File: config.mk
export PLATFORM = sky130hd
export DESIGN_NAME = mem_arbiter
export DESIGN_NICKNAME = d
export VERILOG_FILES = /design/src/source/loader_pkg.sv /design/src/source/mem_arbiter.sv
export SDC_FILE = /design/constraint.sdc
export NUM_CORES = 1
export LEC_CHECK = 0
export ABC_CLOCK_PERIOD_IN_PS = 1600
export BUFFER_PORTS_ARGS = -buffer_cell sky130_fd_sc_hd__buf_4
export CORE_MARGIN = 10
export CORE_UTILIZATION = 28
export CTS_CLUSTER_SIZE = 28
export DETAILED_ROUTE_END_ITERATION = 10
export PLACE_DENSITY = 0.81
export SYNTH_ARGS = -nofsm -noshare
export SYNTH_HDL_FRONTEND = slang
export SYNTH_SLANG_ARGS = --single-unit
export TNS_END_PERCENT = 5
File: constraint.sdc
create_clock -name clk_32m -period 1.6 [get_ports clk_32m]
set_input_delay 0.48 -clock clk_32m [delete_from_list [all_inputs] [get_ports clk_32m]]
set_output_delay 0.48 -clock clk_32m [all_outputs]
set_load 0.05 [all_outputs]
File: src/source/loader_pkg.sv
package loader_pkg;

	// one byte as it arrives over SPI
	typedef logic [7:0] byte_t;

	// memory data word
	typedef logic [31:0] word_t;

	// byte address on the memory port, bits 1:0 are zero on the port
	typedef logic [23:0] addr_t;

	// byte lanes of a word, lane 0 is bits 7:0
	typedef logic [3:0] sel_t;

	// first byte of a download frame
	localparam byte_t CMD_LOAD = 8'h54;

	// SPI frame parser
	typedef enum logic [1:0] {
		// waiting for the command byte
		ST_CMD,
		// three start address bytes, msb first
		ST_ADDR,
		// payload, four bytes per word, lsb first
		ST_DATA,
		// unknown command, ignore the rest of the frame
		ST_SKIP
	} spi_state_t;

endpackage

File: src/source/mem_arbiter.sv
`timescale 1ns/1ps

module mem_arbiter (
	input  logic              clk_32m,
	input  logic              rst_n_i,
	// loader side
	input  logic              ld_active_i,
	input  logic              ld_we_i,
	input  loader_pkg::addr_t ld_addr_i,
	input  loader_pkg::word_t ld_data_i,
	// core side, stb doubles as cyc
	input  logic              core_stb_i,
	input  logic              core_we_i,
	input  loader_pkg::sel_t  core_sel_i,
	input  loader_pkg::addr_t core_addr_i,
	input  loader_pkg::word_t core_wdata_i,
	// memory port
	input  logic              ram_ack_i,
	output logic              ram_stb_o,
	output logic              ram_we_o,
	output loader_pkg::sel_t  ram_sel_o,
	output loader_pkg::addr_t ram_addr_o,
	output loader_pkg::word_t ram_wdata_o,
	output logic              core_ack_o,
	output logic              core_rst_o
);

	logic loader_stb;
	logic ld_active_q;
	logic rom_ready;

	// loader strobe held from the word pulse until the memory acks
	always_ff @(posedge clk_32m or negedge rst_n_i) begin
		if (!rst_n_i) begin
			loader_stb <= 1'b0;
		end else if (ld_we_i) begin
			loader_stb <= 1'b1;
		end else if (ram_ack_i) begin
			loader_stb <= 1'b0;
		end
	end

	// rom_ready is sticky after the first download finishes
	always_ff @(posedge clk_32m or negedge rst_n_i) begin
		if (!rst_n_i) begin
			ld_active_q <= 1'b0;
			rom_ready   <= 1'b0;
			core_rst_o  <= 1'b1;
		end else begin
			ld_active_q <= ld_active_i;
			if (ld_active_q && !ld_active_i)
				rom_ready <= 1'b1;
			// registered so the core sees a clean reset release
			core_rst_o <= ~rom_ready;
		end
	end

	// loader owns the port for the whole download
	assign ram_stb_o   = ld_active_i ? loader_stb : core_stb_i;
	assign ram_we_o    = ld_active_i ? 1'b1 : core_we_i;
	assign ram_sel_o   = ld_active_i ? 4'hf : core_sel_i;
	assign ram_addr_o  = ld_active_i ? {ld_addr_i[23:2], 2'b00} : {core_addr_i[23:2], 2'b00};
	assign ram_wdata_o = ld_active_i ? ld_data_i : core_wdata_i;

	// core never sees acks that belong to the loader
	assign core_ack_o = ld_active_i ? 1'b0 : ram_ack_i;

endmodule

* Yosys cells after proc, flatten, opt, wreduce, memory -nomap -nowiden
Cells that the tools add are included.
** Word-level totals
- Register bits after elaboration :: 4
- Input bits :: 123
- Output and inout bits :: 64
- Logic and storage cells :: 16
** Operators by class
- Muxes and demuxes :: 8
- Bitwise gates (word level) :: 1
- Reductions and logical operators :: 3
** Operators with widths (number)
- 2-to-1 mux 32 bit :: 1
- 2-to-1 mux 24 bit :: 1
- 2-to-1 mux 1 bit :: 5
- 2-to-1 mux 4 bit :: 1
- nonzero test 2 bit :: 1
- logical AND 1 bit :: 1
- logical NOT 1 bit :: 1
- inverter 1 bit :: 1

* Longest topological paths before layout
- Word-level depth :: 2
- Gate-level depth with buffers :: 3
- Gate-level depth less buffers :: 2

* Worst setup path before layout
Ideal clock, no wire load.
- Kind :: in2out
- From :: input port ld_active_i
- To :: output port core_ack_o
- Data arrival time :: 1.420 ns
- Required time :: 1.120 ns
- Setup slack :: -0.300 ns
- Stages on the path :: 3
- Path through :: buf_6 -> buf_6 -> nor2_1
** Between the ends
- Longest elaborated chain between the ends :: 1
** Ends and longest elaborated chain
- from (decl) :: line mem_arbiter.sv:7 : input logic ld_active_i,
- 2-to-1 mux 1 bit :: line mem_arbiter.sv:66 : assign core_ack_o = ld_active_i ? 1'b0 : ram_ack_i;
- to (decl) :: line mem_arbiter.sv:24 : output logic core_ack_o,
No other way between the ends.

* Worst setup path after layout
- From :: input port ld_active_i
- To :: output port ram_wdata_o[28]
** Between the ends
- Longest elaborated chain between the ends :: 1
** Ends and longest elaborated chain
- 2-to-1 mux 32 bit :: line mem_arbiter.sv:63 : assign ram_wdata_o = ld_active_i ? ld_data_i : core_wdata_i;
- to (decl) :: line mem_arbiter.sv:23 : output loader_pkg::word_t ram_wdata_o,
No other way between the ends.

==> summary.txt <==
Tot GR Track Use: 0.179
Synth Flop Type: dfrtp_1
Sw Ratio: 0.434
Routed length per instance: 22.3 µm
Routed wl met3: 978 µm
Layout Utilization: 0.801
Seq pwr share: 0.065
Die X: 83.2 µm
Failing checks: setup timing
Critical path type: input pin to primary output
Register area share after synthesis: 0.0905
Total routed wirelength: 7030 µm
DRC marker count from the first detailed-route iteration: 25
CP max FO: 8
Synth async-reset ratio: 1.00
Final setup fails: 61
GRT overflow: 0
Max Cap Viol: 0
PortBufs: 180
ANT nets after route: 0
VDD IR max: 397 µV
Tcrit/Tclk final: 1.08
DP Worst Slack: -242 ps
Achievable frequency: 579 MHz
Worst-path clk slew: 40 ps
Post-synth EDFFs: 0
Worst EP required: 1120 ps
Syn Area/Cell: 14.0 µm²
CTS Buffer Depth: 2
Leak pwr: 1.66 nW
Initial Util: 0.297
Die height: 83.2 µm
Yosys top cell by area: mux2_4
First-pass GRT wire length: 10000 µm
Most common cell in the synthesized netlist: mux2_4
Post-route minimum period: 1730 ps
Comb pwr share: 0.798
Synth top cells by count: mux2_4, buf_12, or2_2
Uppermost routed layer: met4
Final hold slack: 48.9 ps
Hold Violations, Final: 0
Clock share of power: 0.137
Core ar.: 3770 µm²
Clk sinks: 4
CTS Buf Count: 3
Crit start category: input pin
Top post-synthesis cells by area: mux2_4, buf_12, dfrtp_1, or2_2, dfstp_2
Share of post-route cells with drive strength above 1: 0.959
Clk_lat worst skew: 220 ps
HPWL after DPL: 5610 µm
Final Wtd Congestion: 0.772
Post-synth cell types: 13
CP arrival: 1250 ps
Pwr dens: 543 nW/µm²
Post-Syn Area: 1120 µm²
Largest net degree at the start of global routing: 17
Pwr Total: 0.00164 W
CP endpoint kind: primary output
Row cnt: 22
Synth Warn #: 0
Setup ws final: -126 ps
Synth top area share: 0.711
Status: finished, violations left
Area Overhead vs Synth: 170%
Register bit total from synthesis: 4
Ports: 187
Sw Pwr: 0.000713 W
TritonCTS clock tree: built
H-tree depth: 1
Avg Vias per Cell: 4.56
Unrepaired setup endpoints after global routing: true
Nets@finish: 391
Met2 wire length: 3710 µm
Skew final: 6.65 ps
DRT Pass-1 Iters: 2
Worst Hold Class: input pin to asynchronous set/reset pin
Final instance area: 3020 µm²
Initial antenna violation count: 0
Vias in the first global route: 1719
Int Power: 0.000928 W
ANT cells: 0
Die ar.: 6930 µm²
Number of remaining DRC errors: 0
CTS root buffer: clkbuf_8
DP Area: 2450 µm²
Via count: 1436
M1 wire length: 2270 µm
Final Slew Violations: 0
Synth Instances: 80
Worst Reg-to-Reg Cells: 1
==> per-layer routing <==
metal  up-vias  GRT usage
li1        660          -
met2       119      0.334
met3         6     0.0967
met1       651      0.168
met5         -          0
met4         0     0.0308
==> logic make-up after synthesis <==
| family | count (synthesis) | share of synthesized area |
|---|---|---|
| DFF | 4 | 0.0905 |
| AOI/OAI and AO/OA | 2 | 0.0112 |
| and+or+nand+nor | 6 | 0.0313 |
| other | 1 | 0.00335 |
| buffers and inverters | 12 | 0.133 |
| muxes | 55 | 0.731 |
==> area by class of cell <==
type	count	area [µm²]
Inverter	3	11.3
Fill cell	229	751
Sequential cell	4	101
Multi-Input combinational cell	65	901
Tap cell	48	60.1
Clock buffer	4	45.0
Timing Repair Buffer	191	1900
==> critical path, cell delays in order <==
cell	delay (ps)
clkbuf_16	150
buf_16	150
mux2_4	300
buf_6	160
==> flip-flops by register name, indices dropped and copies added, names as in the netlist <==
| signal | flops |
|---|---|
| core_rst_o | 1 |
| ld_active_q | 1 |
| rom_ready | 1 |
| loader_stb | 1 |
==> stage by stage <==
| step | cells | setup TNS (ps) |
|---|---|---|
| floorplan | 81 | -2390 |
| detailed placement | 303 | -12660 |
| finish | 315 | -5810 |
| global placement | 303 | -12480 |
| CTS | 312 | -7520 |
| global route | 315 | -6570 |
==> layout by cell type (no fill, tap or decap) <==
cell,instances
o21ai_0,1
a21o_1,1
mux2_4,55
buf_6,52
inv_1,3
buf_4,118
buf_8,10
buf_16,6
clkbuf_8,3
buf_12,2
clkbuf_16,3
dfrtp_1,3
conb_1,2
clkbuf_1,1
or2_4,5
dfstp_2,1
nor2_4,1
==> final timing paths <==
check	startpoint	to	slack, ps
setup / recovery	ld_active_i	ram_wdata_o[28]	-130
hold / removal	rst_n_i	loader_stb$_DFFE_PN0P_	50
setup reg to reg	loader_stb$_DFFE_PN0P_	loader_stb$_DFFE_PN0P_	950
hold reg to reg	rom_ready$_DFFE_PN0P_	core_rst_o$_DFF_PN1_	380
max in group asynchronous	rst_n_i	core_rst_o$_DFF_PN1_	1350
min in group clk_32m	rom_ready$_DFFE_PN0P_	core_rst_o$_DFF_PN1_	380
==> power by group through the flow <==
stage / clock network (W) / registers (W) / logic [W]
after floorplan: 0 / 0.000107 / 0.000717
after global placement: 0 / 0.000107 / 0.00111
after detailed placement: 0 / 0.000107 / 0.00112
after CTS: 0.000229 / 0.000106 / 0.00127
after global routing: 0.000242 / 0.000107 / 0.00136
final: 0.000224 / 0.000106 / 0.00131
==> timing repair <==
action / 4_1_cts / 5_1_grt
hold endpoints to repair: 0 / 0
gates resized for setup: 74 / 17
gates cloned: 4 / 3
setup buffers: 1 / 0
hold buffers: 0 / 0
setup endpoints to repair: 60 / 61
pin swaps: 0 / 6
Note: power is estimated with default switching activity, not from simulation.
