`src/source/loader_pkg.sv`:
```
package loader_pkg;

	// one byte as it arrives over SPI
	typedef logic [7:0] byte_t;

	// memory data word
	typedef logic [31:0] word_t;

	// byte address on the memory port, bits 1:0 are zero on the port
	typedef logic [23:0] addr_t;

	// byte lanes of a word, lane 0 is bits 7:0
	typedef logic [3:0] sel_t;

	// first byte of a download frame
	localparam byte_t CMD_LOAD = 8'h54;

	// SPI frame parser
	typedef enum logic [1:0] {
		// waiting for the command byte
		ST_CMD,
		// three start address bytes, msb first
		ST_ADDR,
		// payload, four bytes per word, lsb first
		ST_DATA,
		// unknown command, ignore the rest of the frame
		ST_SKIP
	} spi_state_t;

endpackage

```
`src/source/spi_loader.sv`:
```
`timescale 1ns/1ps

module spi_loader (
	input  logic              clk_32m,
	input  logic              rst_n_i,
	input  logic              spi_sck_i,
	input  logic              spi_ss_n_i,
	input  logic              spi_mosi_i,
	output logic              ld_active_o,
	output logic              ld_we_o,
	output loader_pkg::addr_t ld_addr_o,
	output loader_pkg::word_t ld_data_o
);

	// spi lines brought into clk_32m, sck gets a third stage for edge detect
	logic [2:0] sck_sync;
	logic [1:0] ss_sync;
	logic [1:0] mosi_sync;
	logic       sck_rise;
	logic       frame_open;

	// parser control
	logic [2:0]             bit_cnt;
	logic [1:0]             byte_cnt;
	logic                   byte_done;
	loader_pkg::spi_state_t state;

	// payload
	loader_pkg::byte_t shift_q;
	logic [23:0]       word_q;
	loader_pkg::addr_t addr_q;

	always_ff @(posedge clk_32m or negedge rst_n_i) begin
		if (!rst_n_i) begin
			sck_sync  <= 3'b000;
			ss_sync   <= 2'b11;
			mosi_sync <= 2'b00;
		end else begin
			sck_sync  <= {sck_sync[1:0], spi_sck_i};
			ss_sync   <= {ss_sync[0], spi_ss_n_i};
			mosi_sync <= {mosi_sync[0], spi_mosi_i};
		end
	end

	assign sck_rise   = sck_sync[1] & ~sck_sync[2];
	assign frame_open = ~ss_sync[1];

	always_ff @(posedge clk_32m or negedge rst_n_i) begin
		if (!rst_n_i) begin
			ld_active_o <= 1'b0;
			ld_we_o     <= 1'b0;
			bit_cnt     <= 3'd0;
			byte_cnt    <= 2'd0;
			byte_done   <= 1'b0;
			state       <= loader_pkg::ST_CMD;
		end else begin
			ld_active_o <= frame_open;
			ld_we_o     <= 1'b0;
			byte_done   <= 1'b0;
			if (!frame_open) begin
				// frame end, start over with the next command byte
				bit_cnt  <= 3'd0;
				byte_cnt <= 2'd0;
				state    <= loader_pkg::ST_CMD;
			end else begin
				if (sck_rise) begin
					bit_cnt   <= bit_cnt + 3'd1;
					byte_done <= (bit_cnt == 3'd7);
				end
				if (byte_done) begin
					case (state)
						loader_pkg::ST_CMD: begin
							byte_cnt <= 2'd0;
							if (shift_q == loader_pkg::CMD_LOAD)
								state <= loader_pkg::ST_ADDR;
							else
								state <= loader_pkg::ST_SKIP;
						end
						loader_pkg::ST_ADDR: begin
							if (byte_cnt == 2'd2) begin
								byte_cnt <= 2'd0;
								state    <= loader_pkg::ST_DATA;
							end else begin
								byte_cnt <= byte_cnt + 2'd1;
							end
						end
						loader_pkg::ST_DATA: begin
							// wraps back to lane 0 after each word
							byte_cnt <= byte_cnt + 2'd1;
							if (byte_cnt == 2'd3)
								ld_we_o <= 1'b1;
						end
						default: begin
						end
					endcase
				end
			end
		end
	end

	always_ff @(posedge clk_32m) begin
		if (frame_open && sck_rise)
			shift_q <= {shift_q[6:0], mosi_sync[1]};
		if (frame_open && byte_done) begin
			case (state)
				loader_pkg::ST_ADDR: addr_q <= {addr_q[15:0], shift_q};
				loader_pkg::ST_DATA: begin
					case (byte_cnt)
						2'd0: word_q[7:0]   <= shift_q;
						2'd1: word_q[15:8]  <= shift_q;
						2'd2: word_q[23:16] <= shift_q;
						default: begin
							// last lane completes the word
							ld_data_o <= {shift_q, word_q};
							ld_addr_o <= addr_q;
							addr_q    <= addr_q + 24'd4;
						end
					endcase
				end
				default: begin
				end
			endcase
		end
	end

endmodule

```
`config.mk`:
```
export PLATFORM = sky130hd
export DESIGN_NAME = spi_loader
export DESIGN_NICKNAME = d
export VERILOG_FILES = /design/src/source/loader_pkg.sv /design/src/source/spi_loader.sv
export SDC_FILE = /design/constraint.sdc
export NUM_CORES = 1
export LEC_CHECK = 0
export BUFFER_PORTS_ARGS = -buffer_cell sky130_fd_sc_hd__buf_4
export CAP_MARGIN = 20
export CORE_ASPECT_RATIO = 1.1
export CORE_MARGIN = 10
export CORE_UTILIZATION = 50
export DETAILED_ROUTE_END_ITERATION = 8
export GPL_TIMING_DRIVEN = 0
export MAX_ROUTING_LAYER = met4
export PLACE_DENSITY_LB_ADDON = 0.12
export SYNTH_ARGS = -nofsm -noshare
export SYNTH_HDL_FRONTEND = slang
export SYNTH_SLANG_ARGS = --single-unit
```
`constraint.sdc`:
```
create_clock -name clk_32m -period 6.35 [get_ports clk_32m]
set_input_delay 0.635 -clock clk_32m [delete_from_list [all_inputs] [get_ports clk_32m]]
set_output_delay 0.635 -clock clk_32m [all_outputs]
set_load 0.02 [all_outputs]
```
Word level (Yosys, flattened, before mapping). Index checks and enable logic that the tools add are counted. Widths: inputs -> output; s select.

Add/subtract/negate cells: 3. Equal/unequal tests: 9. Muxes and demuxes: 19. Bitwise gates (word level): 4. Reductions and logical operators: 17.

Operators by type and width (count): $pmux 24 s2 (1); $add 24x3->24 const B (1); $mux 24 (1); $reduce_and 3->1 (6); $mux 2 (7); $eq 8x7->1 const B (1); $eq 2x2->1 const B (3); $mux 1 (6); $mux 3 (2); $pmux 2 s3 (1); $reduce_bool 2->1 (3); $eq 2x1->1 const B (2); $logic_not 2->1 (2); $pmux 2 s2 (1); $reduce_bool 4->1 (1); $add 3x1->3 const B (1); $eq 3x3->1 const B (1); $ne 3x3->1 const B (1); $not 1->1 (3); $reduce_bool 3->1 (1); $reduce_or 3->1 (1); $add 2x1->2 const B (1); $logic_and 1x1->1 (2); $ne 2x2->1 const B (1); 2 further kinds (2).

Register bits after elaboration: 129. Output and inout port bits: 58. Word-level logic and storage cells: 68.

Longest topological paths before layout.
Word-level depth: 5. Mapped depth: 6. Depth with buffers taken out: 6.

Worst setup path before layout. Ideal clock, no wire load.

Path kind: register to register. Start point: register state[0]. End point: register ld_addr_o[0] (enable). Arrival: 2.478 ns. Path slack: 3.452 ns. Cell stages (with the launch flop): 6. Path buffers: 1. Period minus slack after synthesis: 2.898 ns. Cell sequence: dfrtp_1 > inv_1 > ha_1 > clkbuf_1 > and3_1 > and2_1.

Cells in the longest elaborated chain, start to end: 2.

RTL lines: from (decl) (RTL line spi_loader.sv:26) `loader_pkg::spi_state_t state;`; from (signal assigned) (RTL line spi_loader.sv:55) `state <= loader_pkg::ST_CMD;`; from (signal assigned) (RTL line spi_loader.sv:64) `state <= loader_pkg::ST_CMD;`; from (signal assigned) (RTL line spi_loader.sv:75) `state <= loader_pkg::ST_ADDR;`; $eq 2x2->1 (RTL line spi_loader.sv:105) `case (state)`; $reduce_and 3->1 (no source line); to (signal assigned) (RTL line spi_loader.sv:115) `ld_addr_o <= addr_q;`; to (decl) (RTL line spi_loader.sv:11) `output loader_pkg::addr_t ld_addr_o,`.

Every way passes these cells. A chain may end at the register's enable or synchronous reset.

Final worst setup path.
Start point: register state[0]. End point: register ld_addr_o[7] (enable).

The elaborated chain is that of the path after synthesis.

==> flow_summary.yaml <==
clock_network:
  cts-htree-levels: 4
  clock_tree.root_cell: "clkbuf_8"
  insertion_delay_ps: 500
  post_cts_buffers: 0
  cts_resized: 0
  cts_tree: "yes"
  clk_path_buf_depth: 2
  cts_inserted_buffers: 17
  clk_pin_slew_ps: 60
  clkSinkCount: 129
critical_path:
  reg2reg_depth: 6
  r2r-start: "state[0]"
  cp_top_family: "buffers and inverters"
  crit_buf_inv: 3
  path_max_fanout: 40
  reg2reg_slack_ps: 3900
  start_kind: "flip-flop"
  worstSetupPathType: "reg2reg"
  setup.worst_path.start: "state[0]"
  required_ps: 6540
  critPathSlowestCell: "and2_2"
  crit_path_end_kind: "flip-flop"
  cp_num_cells: 6
  cp.arrival_ps: 2640
  path_cells: "inv_1 > ha_1 > clkbuf_1 > and3_1 > and2_2 > buf_12"
  crit_end: "ld_addr_o[7]"
  r2r_end: "ld_addr_o[7]"
  cpPeakStageDelay_ps: 440
synthesis:
  synth_xor_area_share_pct: 2.53
  synth_top_family_by_area: "simple AND/OR/NAND/NOR gates"
  synth-compound-area-share_pct: 4.29
  synth-seq-area-share_pct: 78.3
  synth_warnings: 0
  synth-seq-cells: 129
  synth_area_sq_um: 4840
  synth_adder_area_share_pct: 2.84
  synth.distinct_cells: 38
  synth.avg_cell_area_sq_um: 16.1
  syn_inst: 300
  synth.net_count: 316
  muxShareOfSynthArea_pct: 1.09
  synthSimpleGateAreaFrac_pct: 9.36
power_and_ir_drop:
  p_leak_nw: 2.19
  vdd_drop_max_uv: 166
  powerDensity_nw_per_um2: 299
cells_and_area:
  fin_util_pct: 64.3
  finalInstanceArea_sq_um: 6040
  final_cell_mix: "112 x edfxtp_1, 62 x buf_4, 28 x nor2_1"
  nets: 400
  drive_above_1_share_pct: 25.4
  num_antenna_cells: 0
  layout_commonest_cell: "edfxtp_1"
  n_fill_cell: 680
  syn2layout_area_growth_pct: 24.8
run:
  maxCapViolCount: 0
floorplan:
  die_w_microns: 114
  die_area_sq_um: 14000
  core_area_sq_um: 9400
  boundaryPins: 63
  start_util_pct: 51.5
  row_count: 37
  die_y_microns: 123
placement:
  io_buffer_count: 62
  gp_congestion: 0.828
  dpl.hpwl_microns: 5930
  placed_area_sq_um: 5490
drt:
  drt_iter0_markers: 191
  routed_wl_microns: 8770
  drc_errors: 0
  viasPerCell: 5.25
  antenna_left: 0
  wl_per_cell_microns: 17.1
  drt_pre_antenna_iters: 4
  num_vias: 2697
run_status:
  status: "finished clean"
sta:
  fin_skew_ps: 5.37
  hold_violations: 0
  worstMarginPinSlew_ps: 742
  final.period_utilization_pct: 38.5
  fmax_mhz: 409
  drv_slew: 0
  period_needed_ps: 2450
  setup_viol: 0
  rsz0062_at_grt: "false"
  fin_tns_setup_ps: 0
  slew_headroom_pct: 50.5
hold_path:
  hold_class: "in2reg"
  min_path_cells: 1
  hp-start: "spi_mosi_i"
global_routing:
  grt_use_total_pct: 13.6
  grt.overflow.total: 0
  grt_max_degree: 41
  grt_pass1_wl_microns: 14200
  antenna_found_initial: 0
  grt_pass1_vias: 2743
## worst reg2reg max path, delay by kind of cell, from the launching register on
family	cells	cell delay (ps)
buf+inv	3	780
simple gates	2	730
flops	1	400
fa+ha+maj	1	210
## stage by stage
stage | worst slack [ps] | std cells | power [mW] | hold WS, ps
floorplan | 3450 | 300 | 0.942 | 331
global placement | 2690 | 479 | 0.949 | 332
detailed placement | 3880 | 481 | 0.949 | 337
CTS | 3870 | 514 | 1.82 | 220
global route | 3770 | 514 | 1.86 | 212
finish | 3900 | 514 | 1.81 | 237
## sequential cells by signal, summed over array words and instances, names as in the netlist
name and flops:
ld_active_o 1, state 2, mosi_sync 2, shift_q 8, ss_sync 2, word_q 24, byte_cnt 2, ld_addr_o 24
sck_sync 3, ld_we_o 1, byte_done 1, ld_data_o 32, bit_cnt 3, addr_q 24
## cell usage after synthesis, drive strengths merged
cell,count,area share [%]
inv,12,0.93
nand4,5,0.78
a31oi,6,0.78
or4,3,0.49
ha,11,2.8
nand2,11,0.85
nand2b,1,0.13
xor2,3,0.54
nor4,3,0.39
mux2i,3,0.62
nor2,29,2.2
a21oi,17,1.8
o31ai,3,0.47
clkbuf,5,0.39
or4bb,1,0.23
mux2,2,0.47
buf,3,0.26
edfxtp,112,69
dfstp,2,1.1
dfrtp,15,7.8
nand3,8,1.1
nor3b,2,0.31
xnor2,11,2.0
nor3,4,0.41
a31o,1,0.18
a221oi,1,0.18
nor2b,2,0.26
and3,2,0.26
or3,7,0.93
a22oi,2,0.31
and4b,1,0.21
o21ai,6,0.62
and2,6,0.78
## layer usage
metal,wire [microns],vias to the layer above,global-route usage [%]
met5,0,-,-
met4,119,0,6.27
met3,571,11,4.75
met2,4210,83,20.6
met1,3870,1309,16.0
li1,-,1294,-
## cells by family after synthesis
family | Yosys count
DFF | 129
and+or+nand+nor | 85
AOI/OAI and AO/OA | 36
buffers and inverters | 20
xor gates and xnor gates | 14
adders and majority gates | 11
muxes | 5
## power breakdown
part           internal (mW)  switching [mW]
combinational        0.00468         0.00673
sequential             0.918         0.00332
clock                  0.551           0.323
total                   1.47           0.333
## worst min-delay path by stage
| stage | end | slack [ps] |
|---|---|---|
| 2_1_floorplan | mosi_sync[1] | 330 |
| 3_3_place_gp | sck_sync[1] | 330 |
| 3_5_place_dp | mosi_sync[1] | 340 |
| 4_1_cts | sck_sync[0] | 220 |
| 5_1_grt | sck_sync[0] | 210 |
| 6_report | mosi_sync[0] | 240 |
## timing repair
item,4_1_cts,5_1_grt
hold buffers,1,0
endpoints found under the setup margin,0,0
hold endpoints to repair,15,0
## area by class of cell
class	count	area (sq um)	share of cell area, %
Clock buffer	20	425	7.04
Timing Repair Buffer	65	507	8.39
Inverter	12	45.0	0.746
Buffer	8	31.3	0.518
Multi-Input combinational cell	151	977	16.2
Tap cell	117	146	2.42
Clock inverter	12	118	1.95
Sequential cell	129	3790	62.8
Power figures use the tool's default switching activity.
